[config.mk]
export PLATFORM = sky130hd
export DESIGN_NAME = ex_stage
export DESIGN_NICKNAME = d
export VERILOG_FILES = /design/src/source/ex_pkg.sv /design/src/source/ex_alu.sv /design/src/source/ex_mult.sv /design/src/source/ex_writeback.sv /design/src/source/ex_stage.sv
export SDC_FILE = /design/constraint.sdc
export NUM_CORES = 1
export LEC_CHECK = 0
export BUFFER_PORTS_ARGS = -buffer_cell sky130_fd_sc_hd__buf_2
export CORE_MARGIN = 1.5
export CORE_UTILIZATION = 45
export CTS_BUF_LIST = sky130_fd_sc_hd__clkbuf_8
export DETAILED_ROUTE_END_ITERATION = 6
export GPL_TIMING_DRIVEN = 0
export MAX_ROUTING_LAYER = met4
export PLACE_DENSITY = 0.71
export SETUP_SLACK_MARGIN = 0.5
export SYNTH_ARGS = -nofsm -noshare
export SYNTH_HDL_FRONTEND = slang
export SYNTH_SLANG_ARGS = --single-unit
[constraint.sdc]
create_clock -name clk -period 10.1 [get_ports clk]
set_clock_uncertainty 0.15 [all_clocks]
set_input_delay 0.505 -clock clk [delete_from_list [all_inputs] [get_ports clk]]
set_output_delay 0.505 -clock clk [all_outputs]
set_load 0.05 [all_outputs]
[src/source/ex_pkg.sv]
// Shared widths and opcodes for the execute stage assume a 32-bit integer data path only
package ex_pkg;

  //////////////////////////////
  // Widths
  //////////////////////////////

  // Default integer data path width
  localparam int DATA_WIDTH = 32;

  // Register address width for the ALU and load write ports
  localparam int REG_ADDR_WIDTH = 6;

  //////////////////////////////
  // Opcodes
  //////////////////////////////

  // ALU operations
  // Compare results come back as a one-bit truth, zero-extended
  typedef enum logic [3:0] {
    ALU_ADD,
    ALU_SUB,
    ALU_AND,
    ALU_OR,
    ALU_XOR,
    // Set-less-than
    ALU_SLTS,
    ALU_SLTU,
    // Branch compares
    ALU_EQ,
    ALU_NE,
    ALU_LTS,
    ALU_GES,
    ALU_LTU,
    ALU_GEU
  } alu_op_e;

  // Multiplier operations
  // Only the low product and the unsigned high product exist
  typedef enum logic {
    MUL_LOW,
    MUL_HIGHU
  } mult_op_e;

endpackage

[src/source/ex_alu.sv]
// Purely combinational integer ALU with no shifts, and compares are valid only for compare opcodes
module ex_alu
  import ex_pkg::*;
#(
  parameter int DATA_WIDTH = ex_pkg::DATA_WIDTH
) (
  input  alu_op_e               operator_i,
  input  logic [DATA_WIDTH-1:0] operand_a_i,
  input  logic [DATA_WIDTH-1:0] operand_b_i,
  output logic [DATA_WIDTH-1:0] result_o,
  output logic                  cmp_result_o
);

  logic                  sub_en;
  logic [DATA_WIDTH-1:0] adder_b;
  logic [DATA_WIDTH:0]   adder_sum;
  logic                  is_equal;
  logic                  is_less_u;
  logic                  is_less_s;

  //////////////////////////////
  // Shared adder
  //////////////////////////////

  // Everything except ADD runs the adder as a - b
  assign sub_en  = (operator_i != ALU_ADD);
  assign adder_b = sub_en ? ~operand_b_i : operand_b_i;

  // Extra top bit holds the carry out
  assign adder_sum = {1'b0, operand_a_i} + {1'b0, adder_b} + (DATA_WIDTH+1)'(sub_en);

  //////////////////////////////
  // Comparison unit
  //////////////////////////////

  assign is_equal = (operand_a_i == operand_b_i);

  // No carry out of a - b means a borrow, so a < b unsigned
  assign is_less_u = ~adder_sum[DATA_WIDTH];

  // Differing signs decide directly
  // otherwise the sign of the difference does
  assign is_less_s = (operand_a_i[DATA_WIDTH-1] ^ operand_b_i[DATA_WIDTH-1]) ?
                     operand_a_i[DATA_WIDTH-1] : adder_sum[DATA_WIDTH-1];

  // Truth of the selected test, also the branch decision
  always_comb begin
    case (operator_i)
      ALU_EQ:   cmp_result_o = is_equal;
      ALU_NE:   cmp_result_o = ~is_equal;
      ALU_LTS,
      ALU_SLTS: cmp_result_o = is_less_s;
      ALU_GES:  cmp_result_o = ~is_less_s;
      ALU_LTU,
      ALU_SLTU: cmp_result_o = is_less_u;
      ALU_GEU:  cmp_result_o = ~is_less_u;
      default:  cmp_result_o = 1'b0;
    endcase
  end

  //////////////////////////////
  // Result mux
  //////////////////////////////

  always_comb begin
    case (operator_i)
      ALU_ADD,
      ALU_SUB: result_o = adder_sum[DATA_WIDTH-1:0];
      ALU_AND: result_o = operand_a_i & operand_b_i;
      ALU_OR:  result_o = operand_a_i | operand_b_i;
      ALU_XOR: result_o = operand_a_i ^ operand_b_i;
      // Set-less-than and compares give a zero-extended flag
      default: result_o = DATA_WIDTH'(cmp_result_o);
    endcase
  end

endmodule

[src/source/ex_mult.sv]
// Iterative unsigned multiplier takes DATA_WIDTH+1 cycles and needs operands held until done
module ex_mult
  import ex_pkg::*;
#(
  parameter int DATA_WIDTH = ex_pkg::DATA_WIDTH
) (
  input  logic                  clk,
  input  logic                  rst_n,
  input  logic                  enable_i,
  input  mult_op_e              operator_i,
  input  logic [DATA_WIDTH-1:0] op_a_i,
  input  logic [DATA_WIDTH-1:0] op_b_i,
  input  logic                  ex_ready_i,
  output logic [DATA_WIDTH-1:0] result_o,
  output logic                  ready_o,
  output logic                  multicycle_o
);

  localparam int CNT_WIDTH = $clog2(DATA_WIDTH);

  typedef enum logic [1:0] {
    IDLE,
    BUSY,
    DONE
  } mult_state_e;

  mult_state_e             state_q;
  mult_state_e             state_d;
  logic [CNT_WIDTH-1:0]    count_q;
  logic                    last_bit;
  mult_op_e                op_q;
  logic [DATA_WIDTH-1:0]   mcand_q;
  logic [DATA_WIDTH-1:0]   mplier_q;
  logic [DATA_WIDTH-1:0]   acc_q;
  logic [DATA_WIDTH-1:0]   result_q;
  logic [DATA_WIDTH:0]     acc_sum;
  logic [2*DATA_WIDTH-1:0] prod_next;

  //////////////////////////////
  // Control FSM
  //////////////////////////////

  assign last_bit = (count_q == CNT_WIDTH'(DATA_WIDTH - 1));

  always_comb begin
    state_d = state_q;
    case (state_q)
      IDLE: if (enable_i) state_d = BUSY;
      BUSY: if (last_bit) state_d = DONE;
      // Result stays put until the stage moves on
      DONE: if (ex_ready_i) state_d = IDLE;
      default: state_d = IDLE;
    endcase
  end

  always_ff @(posedge clk or negedge rst_n) begin
    if (!rst_n) begin
      state_q <= IDLE;
      count_q <= '0;
    end else begin
      state_q <= state_d;
      // One multiplier bit per BUSY cycle
      if (state_q == BUSY) begin
        count_q <= count_q + CNT_WIDTH'(1);
      end else begin
        count_q <= '0;
      end
    end
  end

  //////////////////////////////
  // Shift-add datapath
  //////////////////////////////

  // Add the multiplicand when the current multiplier bit is set
  assign acc_sum = mplier_q[0] ? ({1'b0, acc_q} + {1'b0, mcand_q}) : {1'b0, acc_q};

  // Carry and sum shift right into the multiplier register
  assign prod_next = {acc_sum, mplier_q[DATA_WIDTH-1:1]};

  always_ff @(posedge clk) begin
    if ((state_q == IDLE) && enable_i) begin
      mcand_q  <= op_a_i;
      mplier_q <= op_b_i;
      acc_q    <= '0;
      op_q     <= operator_i;
    end else if (state_q == BUSY) begin
      acc_q    <= prod_next[2*DATA_WIDTH-1:DATA_WIDTH];
      mplier_q <= prod_next[DATA_WIDTH-1:0];
      // Pick the requested half on the final step
      if (last_bit) begin
        result_q <= (op_q == MUL_HIGHU) ? prod_next[2*DATA_WIDTH-1:DATA_WIDTH] :
                                          prod_next[DATA_WIDTH-1:0];
      end
    end
  end

  // Ready when idle with no request, or holding a result
  assign ready_o      = (state_q == DONE) | ((state_q == IDLE) & ~enable_i);
  assign multicycle_o = (state_q == DONE);
  assign result_o     = result_q;

endmodule

[src/source/ex_writeback.sv]
// Forward mux and EX/WB load register assume one write per port per cycle with no contention
module ex_writeback
  import ex_pkg::*;
#(
  parameter int DATA_WIDTH     = ex_pkg::DATA_WIDTH,
  parameter int REG_ADDR_WIDTH = ex_pkg::REG_ADDR_WIDTH
) (
  input  logic                      clk,
  input  logic                      rst_n,
  // Unit enables
  input  logic                      alu_en_i,
  input  logic                      mult_en_i,
  input  logic                      csr_access_i,
  input  logic                      lsu_en_i,
  // Unit results
  input  logic [DATA_WIDTH-1:0]     alu_result_i,
  input  logic [DATA_WIDTH-1:0]     mult_result_i,
  input  logic [DATA_WIDTH-1:0]     csr_rdata_i,
  input  logic [DATA_WIDTH-1:0]     lsu_rdata_i,
  // Write requests
  input  logic                      regfile_alu_we_i,
  input  logic [REG_ADDR_WIDTH-1:0] regfile_alu_waddr_i,
  input  logic                      regfile_we_i,
  input  logic [REG_ADDR_WIDTH-1:0] regfile_waddr_i,
  // Stall inputs
  input  logic                      mult_ready_i,
  input  logic                      lsu_ready_ex_i,
  input  logic                      lsu_err_i,
  input  logic                      wb_ready_i,
  input  logic                      branch_in_ex_i,
  // Forward port
  output logic                      regfile_alu_we_fw_o,
  output logic [REG_ADDR_WIDTH-1:0] regfile_alu_waddr_fw_o,
  output logic [DATA_WIDTH-1:0]     regfile_alu_wdata_fw_o,
  // Load port
  output logic                      regfile_we_wb_o,
  output logic [REG_ADDR_WIDTH-1:0] regfile_waddr_wb_o,
  output logic [DATA_WIDTH-1:0]     regfile_wdata_wb_o,
  // Handshake
  output logic                      ex_ready_o,
  output logic                      ex_valid_o
);

  logic stall_free;
  logic unit_active;
  logic load_we;

  //////////////////////////////
  // Forward write port
  //////////////////////////////

  assign regfile_alu_we_fw_o    = regfile_alu_we_i;
  assign regfile_alu_waddr_fw_o = regfile_alu_waddr_i;

  // CSR wins over multiplier, multiplier over ALU
  always_comb begin
    if (csr_access_i) begin
      regfile_alu_wdata_fw_o = csr_rdata_i;
    end else if (mult_en_i) begin
      regfile_alu_wdata_fw_o = mult_result_i;
    end else if (alu_en_i) begin
      regfile_alu_wdata_fw_o = alu_result_i;
    end else begin
      regfile_alu_wdata_fw_o = '0;
    end
  end

  //////////////////////////////
  // Stage handshake
  //////////////////////////////

  assign stall_free  = mult_ready_i & lsu_ready_ex_i & wb_ready_i;
  assign unit_active = alu_en_i | mult_en_i | csr_access_i | lsu_en_i;

  // Branches resolve here and never wait on WB
  assign ex_ready_o = stall_free | branch_in_ex_i;
  // Valid never looks at ready
  assign ex_valid_o = unit_active & stall_free;

  //////////////////////////////
  // EX/WB load register
  //////////////////////////////

  // A faulting load must not write the register file
  assign load_we = regfile_we_i & ~lsu_err_i;

  always_ff @(posedge clk or negedge rst_n) begin
    if (!rst_n) begin
      regfile_we_wb_o <= 1'b0;
    end else if (ex_valid_o) begin
      regfile_we_wb_o <= load_we;
    end else if (wb_ready_i) begin
      // WB drained and nothing new arrived
      regfile_we_wb_o <= 1'b0;
    end
  end

  always_ff @(posedge clk) begin
    if (ex_valid_o && load_we) begin
      regfile_waddr_wb_o <= regfile_waddr_i;
    end
  end

  // Load data comes straight from the LSU
  assign regfile_wdata_wb_o = lsu_rdata_i;

endmodule

[src/source/ex_stage.sv]
// Execute stage top for integer ALU, multiply and CSR only, with ID inputs arriving decoded
module ex_stage
  import ex_pkg::*;
#(
  parameter int DATA_WIDTH     = ex_pkg::DATA_WIDTH,
  parameter int REG_ADDR_WIDTH = ex_pkg::REG_ADDR_WIDTH
) (
  input  logic                      clk,
  input  logic                      rst_n,
  // ALU operands from ID
  input  alu_op_e                   alu_operator_i,
  input  logic [DATA_WIDTH-1:0]     alu_operand_a_i,
  input  logic [DATA_WIDTH-1:0]     alu_operand_b_i,
  input  logic [DATA_WIDTH-1:0]     alu_operand_c_i,
  input  logic                      alu_en_i,
  // Multiplier operands from ID
  input  mult_op_e                  mult_operator_i,
  input  logic [DATA_WIDTH-1:0]     mult_operand_a_i,
  input  logic [DATA_WIDTH-1:0]     mult_operand_b_i,
  input  logic                      mult_en_i,
  // CSR and LSU data
  input  logic                      csr_access_i,
  input  logic [DATA_WIDTH-1:0]     csr_rdata_i,
  input  logic                      lsu_en_i,
  input  logic [DATA_WIDTH-1:0]     lsu_rdata_i,
  input  logic                      branch_in_ex_i,
  // Write requests
  input  logic                      regfile_alu_we_i,
  input  logic [REG_ADDR_WIDTH-1:0] regfile_alu_waddr_i,
  input  logic                      regfile_we_i,
  input  logic [REG_ADDR_WIDTH-1:0] regfile_waddr_i,
  // Stall control
  input  logic                      lsu_ready_ex_i,
  input  logic                      lsu_err_i,
  input  logic                      wb_ready_i,
  output logic                      mult_multicycle_o,
  // To IF
  output logic                      branch_decision_o,
  output logic [DATA_WIDTH-1:0]     jump_target_o,
  // Write ports
  output logic                      regfile_alu_we_fw_o,
  output logic [REG_ADDR_WIDTH-1:0] regfile_alu_waddr_fw_o,
  output logic [DATA_WIDTH-1:0]     regfile_alu_wdata_fw_o,
  output logic                      regfile_we_wb_o,
  output logic [REG_ADDR_WIDTH-1:0] regfile_waddr_wb_o,
  output logic [DATA_WIDTH-1:0]     regfile_wdata_wb_o,
  output logic                      ex_ready_o,
  output logic                      ex_valid_o
);

  logic [DATA_WIDTH-1:0] alu_result;
  logic                  alu_cmp_result;
  logic [DATA_WIDTH-1:0] mult_result;
  logic                  mult_ready;

  // Branch decision from the compare, target from operand C
  assign branch_decision_o = alu_cmp_result;
  assign jump_target_o     = alu_operand_c_i;

  //////////////////////////////
  // Processing units
  //////////////////////////////

  ex_alu #(
    .DATA_WIDTH (DATA_WIDTH)
  ) u_alu (
    .operator_i   (alu_operator_i),
    .operand_a_i  (alu_operand_a_i),
    .operand_b_i  (alu_operand_b_i),
    .result_o     (alu_result),
    .cmp_result_o (alu_cmp_result)
  );

  ex_mult #(
    .DATA_WIDTH (DATA_WIDTH)
  ) u_mult (
    .clk          (clk),
    .rst_n        (rst_n),
    .enable_i     (mult_en_i),
    .operator_i   (mult_operator_i),
    .op_a_i       (mult_operand_a_i),
    .op_b_i       (mult_operand_b_i),
    .ex_ready_i   (ex_ready_o),
    .result_o     (mult_result),
    .ready_o      (mult_ready),
    .multicycle_o (mult_multicycle_o)
  );

  //////////////////////////////
  // Output side
  //////////////////////////////

  ex_writeback #(
    .DATA_WIDTH     (DATA_WIDTH),
    .REG_ADDR_WIDTH (REG_ADDR_WIDTH)
  ) u_writeback (
    .clk                    (clk),
    .rst_n                  (rst_n),
    .alu_en_i               (alu_en_i),
    .mult_en_i              (mult_en_i),
    .csr_access_i           (csr_access_i),
    .lsu_en_i               (lsu_en_i),
    .alu_result_i           (alu_result),
    .mult_result_i          (mult_result),
    .csr_rdata_i            (csr_rdata_i),
    .lsu_rdata_i            (lsu_rdata_i),
    .regfile_alu_we_i       (regfile_alu_we_i),
    .regfile_alu_waddr_i    (regfile_alu_waddr_i),
    .regfile_we_i           (regfile_we_i),
    .regfile_waddr_i        (regfile_waddr_i),
    .mult_ready_i           (mult_ready),
    .lsu_ready_ex_i         (lsu_ready_ex_i),
    .lsu_err_i              (lsu_err_i),
    .wb_ready_i             (wb_ready_i),
    .branch_in_ex_i         (branch_in_ex_i),
    .regfile_alu_we_fw_o    (regfile_alu_we_fw_o),
    .regfile_alu_waddr_fw_o (regfile_alu_waddr_fw_o),
    .regfile_alu_wdata_fw_o (regfile_alu_wdata_fw_o),
    .regfile_we_wb_o        (regfile_we_wb_o),
    .regfile_waddr_wb_o     (regfile_waddr_wb_o),
    .regfile_wdata_wb_o     (regfile_wdata_wb_o),
    .ex_ready_o             (ex_ready_o),
    .ex_valid_o             (ex_valid_o)
  );

endmodule

After elaboration in Yosys (flattened, before gate mapping) --
Cells that the tools add are included.
Storage, ports and cells: flip-flop bits (word level) 143, bits of input ports 253, output and inout port bits 114, word-level logic and storage cells 83
Cells by class: $add $sub $neg 4, equality and inequality tests 19, multiplexer cells 18, bitwise logic cells 21, reduce and logical (&&, ||, !) cells 12
Operators by type and width (number):
- 32-bit two-way mux | 7
- 32-bit case mux with 4 select lines | 1
- 32-bit by 32-bit adder with 33-bit output | 2
- 33-bit by 1-bit adder with 33-bit output | 1
- 33-bit two-way mux | 1
- 32-bit bitwise AND | 1
- 32-bit equality test | 1
- 32-bit inverter | 1
- 32-bit bitwise OR | 1
- 32-bit bitwise XOR | 1
- 4-bit equality test, second input constant | 5
- 4-bit by 3-bit equality test with 1-bit output, second input constant | 4
- 4-bit by 2-bit equality test with 1-bit output, second input constant | 2
- 2-bit two-way mux | 3
- 1-bit inverter | 6
- 1-bit case mux with 6 select lines | 1
- 2-bit case mux with 3 select lines | 1
- 3-bit AND reduction | 2
- 2-bit OR reduction | 3
- 5-bit by 1-bit adder with 5-bit output, second input constant | 1
- 1-bit bitwise AND | 5
- 5-bit equality test, second input constant | 1
- 5-bit two-way mux | 1
- 1-bit bitwise OR | 5
- other kinds (12) | 17

Depth between registers and ports, before layout --
Gate-level depths: netlist (run 1).
depth in word-level cells 11, depth in mapped cells 16, depth with buffers taken out 13

Modules after synthesis --
From an unflattened synthesis (run 1), not the netlist that was laid out.
Second synthesis, totals: cells, all modules 1460, area total of the unflattened synthesis 12420.7 um2
By module, submodules not included:
- ex_mult | times used 1, cells an instance 677, area an instance 6929.1 um2
- ex_alu | times used 1, cells an instance 551, area an instance 3833.7 um2
- ex_writeback | times used 1, cells an instance 200, area an instance 1417.6 um2
- ex_stage | times used 1, cells an instance 32, area an instance 240.2 um2

Worst setup path after synthesis (run 1) --
OpenSTA, ideal clock, no wires.
kind input port to output port, start input alu_operator_i[3], end output regfile_alu_wdata_fw_o[29], arrival 5055 ps, data required time 9445 ps, path slack 4390 ps, stages on the path 15, path buffers 2, cells stage by stage clkbuf_1 -> nor4_4 -> clkbuf_1 -> xnor2_1 -> ha_1 -> a31oi_1 -> o22ai_1 -> a211o_1 -> a41o_1 -> a21o_1 -> a221o_1 -> a31oi_1 -> xnor2_1 -> a21oi_1 -> a221oi_1
Between the ends: longest elaborated chain between the ends 8
RTL lines:
- from (decl) | RTL line ex_stage.sv:11 | input alu_op_e alu_operator_i,
- 4-bit nonzero test | RTL line ex_alu.sv:26 | assign sub_en = (operator_i != ALU_ADD);
- 32-bit two-way mux | RTL line ex_alu.sv:27 | assign adder_b = sub_en ? ~operand_b_i : operand_b_i;
- 32-bit by 32-bit adder with 33-bit output | RTL line ex_alu.sv:30 | assign adder_sum = {1'b0, operand_a_i} + {1'b0, adder_b} + (DATA_WIDTH+1)'(sub_en);
- 33-bit by 1-bit adder with 33-bit output | RTL line ex_alu.sv:30
- 32-bit case mux with 4 select lines (*) | RTL line ex_alu.sv:66 | case (operator_i)
- 32-bit two-way mux (*) | RTL line ex_writeback.sv:61 | end else if (alu_en_i) begin
- 32-bit two-way mux (*) | RTL line ex_writeback.sv:59 | end else if (mult_en_i) begin
- 32-bit two-way mux (*) | RTL line ex_writeback.sv:57 | if (csr_access_i) begin
- to (decl) | RTL line ex_stage.sv:43 | output logic [DATA_WIDTH-1:0] regfile_alu_wdata_fw_o,
Mark *: on every way between the ends. The rest lies on a longest branch, timed or not.

Final worst setup path (run 1) --
start input alu_operator_i[3], end output regfile_alu_wdata_fw_o[30]
Same word-level chain as after synthesis.

==> results_dict.tcl, run 1 <==
set metrics [dict create \
    grt_pass1_vias 10918 \
    timing.rr.end "u_mult.result_o[29]$_DFFE_PP_" \
    slew_viol_final 0 \
    path_clk_slew_ps 90 \
    yosys_most_used_dff "edfxtp_1" \
    synth.area.top_cells "edfxtp_1 (25%), ha_1 (13%), nand2_1 (5.7%)" \
    via_per_inst 5.57 \
    clock_path_buffers 2 \
    wire_per_inst_um 18.2 \
    yosys_warnings 0 \
    vias 11637 \
    netlist.top_cell.by_area "edfxtp_1" \
    fin_nets 2127 \
    synth-seq-cells 143 \
    syn_nets 1815 \
    worstPathRequired_ps 9450 \
    grt_usage_pct 26.9 \
    cp.arrival_ps 5740 \
    rsz0062_at_grt "no" \
    status "completed" \
    regArea_mm2 0.00393 \
    antenna_found_initial 0 \
    h-tree-depth 4 \
    relSlewSlack_pct 16.0 \
    synthCells 1431 \
    die_w_um 167 \
    die_area_mm2 0.0280 \
    drt_iter0_drc 850 \
    dr.pass1.iters 5 \
    holdCritStartpoint "regfile_waddr_i[0]" \
    clk_latency_ps 450 \
    cts_num_sinks 143 \
    start_kind "primary input" \
    end_kind "output pin" \
    ant_nets 0 \
    hold_path_class "in -> reg" \
    hold_buffers 1 \
    fin_crit_ps 6390 \
    reg2reg_slack_ps 6360 \
    synth_top_area_share_pct 25.5 \
    multi_input_area_mm2 0.00702 \
    synth_edf_count 103 \
    io-pin-count 367 \
    finalHoldViolCount 0 \
    area_growth_pct 18.9 \
    max_cap_violations 0 \
    ir_drop_uv 127 \
    gp_routability_congestion 0.958 \
    dpl_cell_area_mm2 0.0140 \
    drt-total-wl_mm 38.1 \
    synth-async-reset-ratio_pct 5.59 \
    worstMarginPinSlew_ps 1260 \
    cts_made_buffers 17 \
    grt_overflow 0 \
    final_layout_size_suffix_gt1_share_pct 23.1 \
    layout_commonest_cell "buf_2" \
    critPathKind "in -> out" \
    fill_cells 2518 \
    cts_setup_buffers 0 \
    rows 59 \
    holdPathEnd "u_writeback.regfile_waddr_wb_o[0]$_DFFE_PP_" \
    hold_path_depth 1 \
    yosysUniqueCellTypes 66 \
    leakage_uw 0.00679 \
    core_mm2 0.0263 \
    ys_seq_area_share_pct 32.4 \
    setup-tns-final_ps 0 \
    final_cell_mix "buf_2 (291), nand2_1 (184), ha_1 (129), a21oi_1 (119), edfxtp_1 (103)" \
    min_period_over_period_pct 63.3 \
    syn-cell-area_mm2 0.0121 \
    cts_root_buf "clkbuf_8" \
    cp_max_fo 10 \
    grt_max_degree 34 \
    die_height_um 167 \
    grt_pass1_wl_mm 57.4 \
    setup_violations 0 \
    io_buffers 291 \
    synth.avg_cell_area_um2 8.48 \
    dp_hpwl_mm 31.2 \
    post-route-cell-area_mm2 0.0144 \
    drc 0 \
    p_per_area_mw_per_mm2 208 \
    reg2reg_depth 13 \
    initial_core_util_pct 46.2 \
    rr_startpoint "u_mult.acc_q[0]$_SDFFE_PP0P_" \
    diodes 0 \
    tritoncts "yes" \
    fmax_ghz 0.156 \
    ctsResizeCount 0 \
]
==> per-stage QoR <==
stage	hold slack (ps)	utilization, %	worst slack (ps)	power [uW]	instances
global route	56.5	54.9	3580	3220	2091
global placement	217	53.3	3820	2520	2057
detailed placement	217	53.4	3790	2550	2058
CTS	55.3	54.9	3780	3000	2091
finish	72.4	54.9	3710	3010	2091
floorplan	59.4	-	4390	2130	1431
==> power breakdown <==
| group | total, uW | switching (uW) | leakage, uW | internal (uW) |
|---|---|---|---|---|
| Sequential | 982 | 115 | 0.00134 | 868 |
| Combinational | 1580 | 974 | 0.00525 | 610 |
| Clock | 440 | 257 | 0.000194 | 183 |
| Total | 3010 | 1350 | 0.00679 | 1660 |
==> layer usage <==
metal / track usage [%] / routed length, um / up-vias
li1: - / - / 5667
met1: 34.8 / 16500 / 5428
met2: 43.7 / 17700 / 479
met3: 3.59 / 2880 / 63
met4: 8.93 / 1050 / 0
met5: - / 0 / -
==> cell families after synthesis <==
group	share of synthesized area (%)
AOI/OAI and AO/OA	21.3
xor gates and xnor gates	6.21
adders and majority gates	13.6
buffers and inverters	9.75
DFF	32.4
muxes	2.16
and+or+nand+nor	14.5
==> Yosys cell counts (all sizes together), types with 7 or more instances <==
library cell,number
clkbuf,67
inv,99
nor2,94
a21o,37
nand4,9
a31oi,10
nor2b,11
xor2,25
nand2b,9
a221oi,37
a21oi,119
nor3,13
nand2,184
o211ai,18
buf,77
a211oi,9
xnor2,61
or3,8
o31ai,7
and3,10
a22oi,22
o21ai,100
dfxtp,32
mux2i,25
nor4,13
ha,129
edfxtp,103
dfrtp,8
nand3,28
==> flip-flops by register name, summed over array words and instances (netlist names) <==
register and count:
u_mult.acc_q 32, u_mult.count_q 5, u_mult.mcand_q 32, u_mult.mplier_q 32, u_mult.op_q 1, u_mult.result_o 32
u_mult.state_q 2, u_writeback.regfile_waddr_wb_o 6, u_writeback.regfile_we_wb_o 1
==> cell type report <==
class	instances	share of cell area, %
Inverter	100	2.60
Sequential cell	143	27.3
Clock inverter	15	1.05
Tap cell	335	2.90
Multi-Input combinational cell	1044	48.7
Clock buffer	17	1.62
Buffer	144	5.60
Timing Repair Buffer	293	10.3
==> worst max path at each step <==
stage          slack (ps)                         end              start  cells after the start
6_report             3710  regfile_alu_wdata_fw_o[30]  alu_operator_i[3]                     16
5_1_grt              3580  regfile_alu_wdata_fw_o[30]  alu_operator_i[3]                     16
4_1_cts              3780  regfile_alu_wdata_fw_o[28]  alu_operator_i[3]                     16
3_5_place_dp         3790  regfile_alu_wdata_fw_o[28]  alu_operator_i[3]                     16
3_3_place_gp         3820  regfile_alu_wdata_fw_o[30]  alu_operator_i[3]                     16
2_1_floorplan        4390  regfile_alu_wdata_fw_o[29]  alu_operator_i[3]                     15
==> critical path, cell delays in order <==
cell and delay, ps:
clkbuf_1 220, nor4_4 540, clkbuf_1 730, xnor2_1 220
fa_1 470, a211oi_1 260, o21ai_0 250, o211ai_1 270
nand2_1 270, a41o_1 380, a41oi_1 470, a21oi_1 150
xor2_1 250, nand2_1 110, a31oi_1 300, buf_2 320
No activity file was read; power rests on OpenSTA's default activity.
==> inputs of run 2 (changes only) <==
--- a/config.mk
+++ b/config.mk
@@ -5,6 +5,7 @@
 export SDC_FILE = /design/constraint.sdc
 export NUM_CORES = 1
 export LEC_CHECK = 0
+export ABC_AREA = 1
 export BUFFER_PORTS_ARGS = -buffer_cell sky130_fd_sc_hd__buf_2
 export CORE_MARGIN = 1.5
 export CORE_UTILIZATION = 45
==> constraint.sdc (replaced) <==
create_clock -name clk -period 6.2 [get_ports clk]
set_clock_uncertainty 0.15 [all_clocks]
set_input_delay 0.31 -clock clk [delete_from_list [all_inputs] [get_ports clk]]
set_output_delay 0.31 -clock clk [all_outputs]
set_load 0.05 [all_outputs]
==> results_dict.tcl, run 2 <==
set metrics [dict create \
    setup-tns-final_ps 0 \
    cp_top_family "compound AO/OA/AOI/OAI gates" \
    fmax_ghz 0.234 \
    clk_latency_ps 460 \
    synth_top_area_share_pct 24.5 \
    io-pin-count 367 \
    core_mm2 0.0277 \
    post-route-cell-area_mm2 0.0156 \
    synth.avg_cell_area_um2 7.39 \
    cts_made_buffers 17 \
    grt_overflow 0 \
    path_cells "buf_2 > nor2_4 > nand2_1 > buf_2 > xor2_1 > ha_1 > a21oi_1 > a21boi_1 > nand3_1 > a21oi_1 > inv_1 > o21ai_0 > nand2_1 > a22oi_1 > o21ai_0 > buf_2" \
    cts_num_sinks 143 \
    yosys-top-cells-count "nand2_1 (425), inv_1 (165), nor2_1 (137)" \
    worstPathRequired_ps 5740 \
    fin_crit_ps 4260 \
    regArea_mm2 0.00393 \
    setup_violations 0 \
    critPathKind "in -> out" \
    hold_path_class "in -> reg" \
    path_clk_slew_ps 90 \
    syn_nets 2090 \
    finalHoldViolCount 0 \
    synthCells 1706 \
    vias 13001 \
    ir_drop_uv 190 \
    max_cap_violations 0 \
    cts_root_buf "clkbuf_8" \
    grt_usage_pct 30.3 \
    reg2reg_depth 15 \
    cp.arrival_ps 3800 \
    reg2reg_slack_ps 3320 \
    synth-async-reset-ratio_pct 5.59 \
    crit_top_cell "buf_2" \
    final_cell_mix "nand2_1 (425), buf_2 (312), inv_1 (166), nor2_1 (136), ha_1 (129)" \
    end_kind "output pin" \
    ant_nets 0 \
    die_area_mm2 0.0290 \
    cp_max_fo 10 \
    tritoncts "yes" \
    antenna_found_initial 1 \
    rr_startpoint "u_mult.mcand_q[0]$_DFFE_PP_" \
    ys_seq_area_share_pct 31.2 \
    relSlewSlack_pct 42.1 \
    multi_input_area_mm2 0.00730 \
    synth-seq-cells 143 \
    min_period_over_period_pct 68.8 \
    initial_core_util_pct 45.5 \
    yosys_warnings 0 \
    hold_path_depth 3 \
    layout_commonest_cell "nand2_1" \
    dpl_cell_area_mm2 0.0146 \
    wire_per_inst_um 17.7 \
    via_per_inst 5.26 \
    grt_pass1_wl_mm 64.9 \
    p_per_area_mw_per_mm2 312 \
    holdPathEnd "u_mult.mplier_q[31]$_DFFE_PP_" \
    gp_routability_congestion 0.993 \
    drt_iter0_drc 996 \
    syn-cell-area_mm2 0.0126 \
    cpPeakStageDelay_ps 350 \
    fin_util_pct 56.3 \
    die_w_um 170 \
    rsz0062_at_grt "no" \
    grt_pass1_vias 12372 \
    cts_setup_buffers 0 \
    slew_viol_final 0 \
    final_layout_size_suffix_gt1_share_pct 22.7 \
    synth.area.top_cells "edfxtp_1 (25%), ha_1 (13%), nand2_1 (13%)" \
    io_buffers 294 \
    yosysUniqueCellTypes 57 \
    post-place-cells 2380 \
    area_growth_pct 23.6 \
    drc 0 \
    clock_path_buffers 2 \
    netlist.top_cell.by_area "edfxtp_1" \
    fin_nets 2466 \
    crit_path_top_delay_cell "buf_2" \
    synth_edf_count 103 \
    timing.rr.end "u_mult.result_o[29]$_DFFE_PP_" \
    grt_max_degree 42 \
    crit_buf_inv 4 \
    ctsResizeCount 0 \
    hold_buffers 57 \
    start_kind "primary input" \
    rows 61 \
    leakage_uw 0.00757 \
    fill_cells 2659 \
    status "completed" \
    finalPower_uw 4870 \
    finalNonFillerCells 2474 \
    die_height_um 170 \
    h-tree-depth 4 \
    worstMarginPinSlew_ps 867 \
    dr.pass1.iters 5 \
    yosys_most_used_dff "edfxtp_1" \
    drt-total-wl_mm 43.8 \
    holdCritStartpoint "mult_operand_b_i[31]" \
    yosysMostFrequentCell "nand2_1" \
    dp_hpwl_mm 36.2 \
]
-- run 2: cell types whose count changed in the layout (fill, tap and decap cells not counted), sizes merged, moves of 24 or more --
cell | previous run | this run
nand2 | 184 | 441
inv | 106 | 177
dlygate4sd3 | 1 | 61
o21ai | 100 | 154
xnor2 | 61 | 9
nand3 | 28 | 78
nor2 | 94 | 140
clkbuf | 84 | 48
mux2i | 25 | 0
a21o | 37 | 13
-- run 2: worst max-delay path by stage --
stage | start | end | slack, ps | cells after the start
2_1_floorplan | alu_operator_i[3] | regfile_alu_wdata_fw_o[14] | 2410 | 15
3_3_place_gp | alu_operator_i[0] | regfile_alu_wdata_fw_o[18] | 2030 | 17
3_5_place_dp | alu_operator_i[1] | regfile_alu_wdata_fw_o[18] | 2100 | 17
4_1_cts | alu_operator_i[1] | regfile_alu_wdata_fw_o[18] | 2090 | 17
5_1_grt | alu_operator_i[0] | regfile_alu_wdata_fw_o[21] | 1800 | 17
6_report | alu_operator_i[1] | regfile_alu_wdata_fw_o[14] | 1940 | 16
-- run 2: kinds of logic (layout without fill, tap and decap cells) --
kind of cell,count (synthesis),count (layout),share of synthesized area [%]
flops,143,143,31.2
compound gates,379,379,17.7
fa+ha+maj,131,131,13.1
other cells,0,1,0
buf+inv,294,683,11.0
simple gates,711,711,23.7
xor+xnor,48,48,3.33
-- run 2: stage by stage --
| stage | hold slack [ps] | setup slack [ps] |
|---|---|---|
| floorplan | -136 | 2410 |
| global placement | 17.2 | 2030 |
| detailed placement | 17.2 | 2100 |
| CTS | 1.96 | 2090 |
| global route | 4.85 | 1800 |
| finish | 14.5 | 1940 |
-- run 2: area by class of cell --
cell class	instances	area share, %
diodes	1	0.0161
plain buffers	122	4.81
clock buffers	17	1.50
clock inverters	15	0.811
inverters	172	4.14
multi-input cells	1269	46.8
flip-flops and latches	143	25.2
well taps	378	3.03
repair buffers	357	13.7
-- run 2: tightest hold or removal path: stages --
cell,delay (ps)
buf_2,100
nand2_1,60
nand2_1,50
-- run 2: routing by layer --
layer / part of all wire [%] / wire [um] / up-vias / global-route usage [%]
li1: - / - / 6444 / -
met4: 2.2 / 969 / 0 / 8.77
met1: 43 / 19000 / 6020 / 38.7
met2: 48 / 20900 / 474 / 50.1
met5: 0 / 0 / - / -
met3: 6.7 / 2930 / 63 / 4.00
-- run 2: where the power goes --
group	internal [uW]	leakage, uW	switching (uW)
combinational	911	0.00604	1700
clock	289	0.000181	409
sequential	1380	0.00135	180
==> inputs of run 3 (changes only) <==
==> constraint.sdc (replaced) <==
create_clock -name clk -period 4.4 [get_ports clk]
set_clock_uncertainty 0.15 [all_clocks]
set_input_delay 0.22 -clock clk [delete_from_list [all_inputs] [get_ports clk]]
set_output_delay 0.22 -clock clk [all_outputs]
set_load 0.05 [all_outputs]
==> results_dict.tcl, run 3 (synthesis gave the netlist of run 2 again) <==
set metrics [dict create \
    status "completed" \
    rows 61 \
    io-pin-count 367 \
    relSlewSlack_pct 42.1 \
    initial_core_util_pct 45.5 \
    post-route-cell-area_mm2 0.0158 \
    end_kind "output pin" \
    cts_root_buf "clkbuf_8" \
    drt_iter0_drc 1017 \
    multi_input_area_mm2 0.00735 \
    worstPathRequired_ps 4030 \
    hold_path_class "in -> reg" \
    grt_overflow 0 \
    crit_path_top_delay_cell "ha_1" \
    setup_violations 0 \
    critPathKind "in -> out" \
    start_kind "primary input" \
    startpoint "alu_operator_i[0]" \
    reg2reg_slack_ps 1530 \
    timing.rr.end "u_mult.result_o[29]$_DFFE_PP_" \
    dp_hpwl_mm 36.2 \
    p_per_area_mw_per_mm2 435 \
    fin_nets 2481 \
    layout_commonest_cell "nand2_1" \
    path_clk_slew_ps 90 \
    holdPathEnd "u_mult.state_q[1]$_DFFE_PN0P_" \
    io_buffers 294 \
    final_cell_mix "nand2_1 (423), buf_2 (302), inv_1 (166), nor2_1 (135), ha_1 (129)" \
    fmax_ghz 0.267 \
    cp.arrival_ps 3380 \
    area_growth_pct 25.4 \
    dpl_cell_area_mm2 0.0146 \
    worstMarginPinSlew_ps 867 \
    vias 13138 \
    slew_viol_final 0 \
    rr_startpoint "u_mult.mcand_q[0]$_DFFE_PP_" \
    clock_path_buffers 2 \
    fin_util_pct 57.1 \
    clk_latency_ps 450 \
    grt_max_degree 42 \
    cpPeakStageDelay_ps 390 \
    fin_crit_ps 3750 \
    die_area_mm2 0.0290 \
    gp_routability_congestion 0.993 \
    min_period_over_period_pct 85.1 \
    drc 0 \
    final_layout_size_suffix_gt1_share_pct 23.2 \
    cts_made_buffers 17 \
    crit_buf_inv 4 \
    grt_pass1_vias 12500 \
    cp_top_family "compound AO/OA/AOI/OAI gates" \
    rsz0062_at_grt "no" \
    finalPower_uw 6890 \
    die_height_um 170 \
    finalHoldViolCount 0 \
    cp_max_fo 10 \
    dr.pass1.iters 5 \
    path_cells "buf_2 > nor2_4 > nand2_2 > buf_4 > xor2_1 > ha_1 > a21oi_2 > a21boi_2 > nand3_1 > a21oi_2 > inv_1 > o21ai_0 > nand2_1 > a22oi_1 > o21ai_0 > buf_2" \
    reg2reg_depth 15 \
    h-tree-depth 4 \
    core_mm2 0.0277 \
    wire_per_inst_um 17.7 \
    hold_path_depth 3 \
    leakage_uw 0.00765 \
    regArea_mm2 0.00393 \
    setup-tns-final_ps 0 \
    fill_cells 2629 \
    grt_pass1_wl_mm 65.5 \
    grt_usage_pct 30.6 \
    via_per_inst 5.28 \
    holdCritStartpoint "lsu_ready_ex_i" \
    tritoncts "yes" \
    ant_nets 0 \
    cts_num_sinks 143 \
    antenna_found_initial 1 \
    ir_drop_uv 267 \
    max_cap_violations 0 \
    drt-total-wl_mm 44.1 \
    die_w_um 170 \
]
==> run 3: how the worst max path moves through the flow <==
stage                            endpoint  cells past startpoint
3_3_place_gp   regfile_alu_wdata_fw_o[18]                     17
3_5_place_dp   regfile_alu_wdata_fw_o[18]                     17
5_1_grt        regfile_alu_wdata_fw_o[29]                     18
4_1_cts        regfile_alu_wdata_fw_o[21]                     17
2_1_floorplan  regfile_alu_wdata_fw_o[14]                     15
6_report       regfile_alu_wdata_fw_o[14]                     16
==> run 3: report_power, final <==
part | leakage, uW | internal, uW | switching, uW | total, uW
Clock | 0.000181 | 407 | 576 | 983
Combinational | 0.00612 | 1300 | 2410 | 3710
Sequential | 0.00135 | 1940 | 255 | 2200
==> run 3: per-layer routing <==
layer  up-vias  wire length (um)  GRT usage [%]
li1       6474                 -              -
met1      6118             19000           38.9
met2       503             21300           51.0
met3        43              2900           4.05
met4         0               837           8.46
met5         -                 0              -
==> run 3: through the flow <==
step                      cells  hold slack [ps]  worst slack (ps)
after floorplan            1706             -226               789
after global placement     2378            -72.8               414
final                      2489             45.1               654
after detailed placement   2380            -72.8               483
after CTS                  2488             30.7               495
after global routing       2489             59.1               531
==> run 3: worst min-delay path: cells and delay by family <==
| kind | cells | cell delay [ps] |
|---|---|---|
| and+or+nand+nor | 1 | 140 |
| buffers and inverters | 1 | 100 |
| AOI/OAI and AO/OA | 1 | 160 |
==> run 3: cell type report <==
cell class / instances / area share [%]
plain buffers: 122 / 4.81
multi-input cells: 1269 / 46.5
flip-flops and latches: 143 / 24.9
well taps: 378 / 2.99
repair buffers: 372 / 14.5
diodes: 1 / 0.0158
inverters: 172 / 4.08
clock buffers: 17 / 1.48
clock inverters: 15 / 0.799
==> run 3: repair_timing <==
action / CTS / global route
buffers inserted: 0 / 0
hold buffers: 76 / 0
endpoints found under the setup margin: 1 / 17
pin swaps: 0 / 3
gates cloned: 0 / 0
gates resized for setup: 1 / 34
endpoints found under the hold margin: 81 / 0
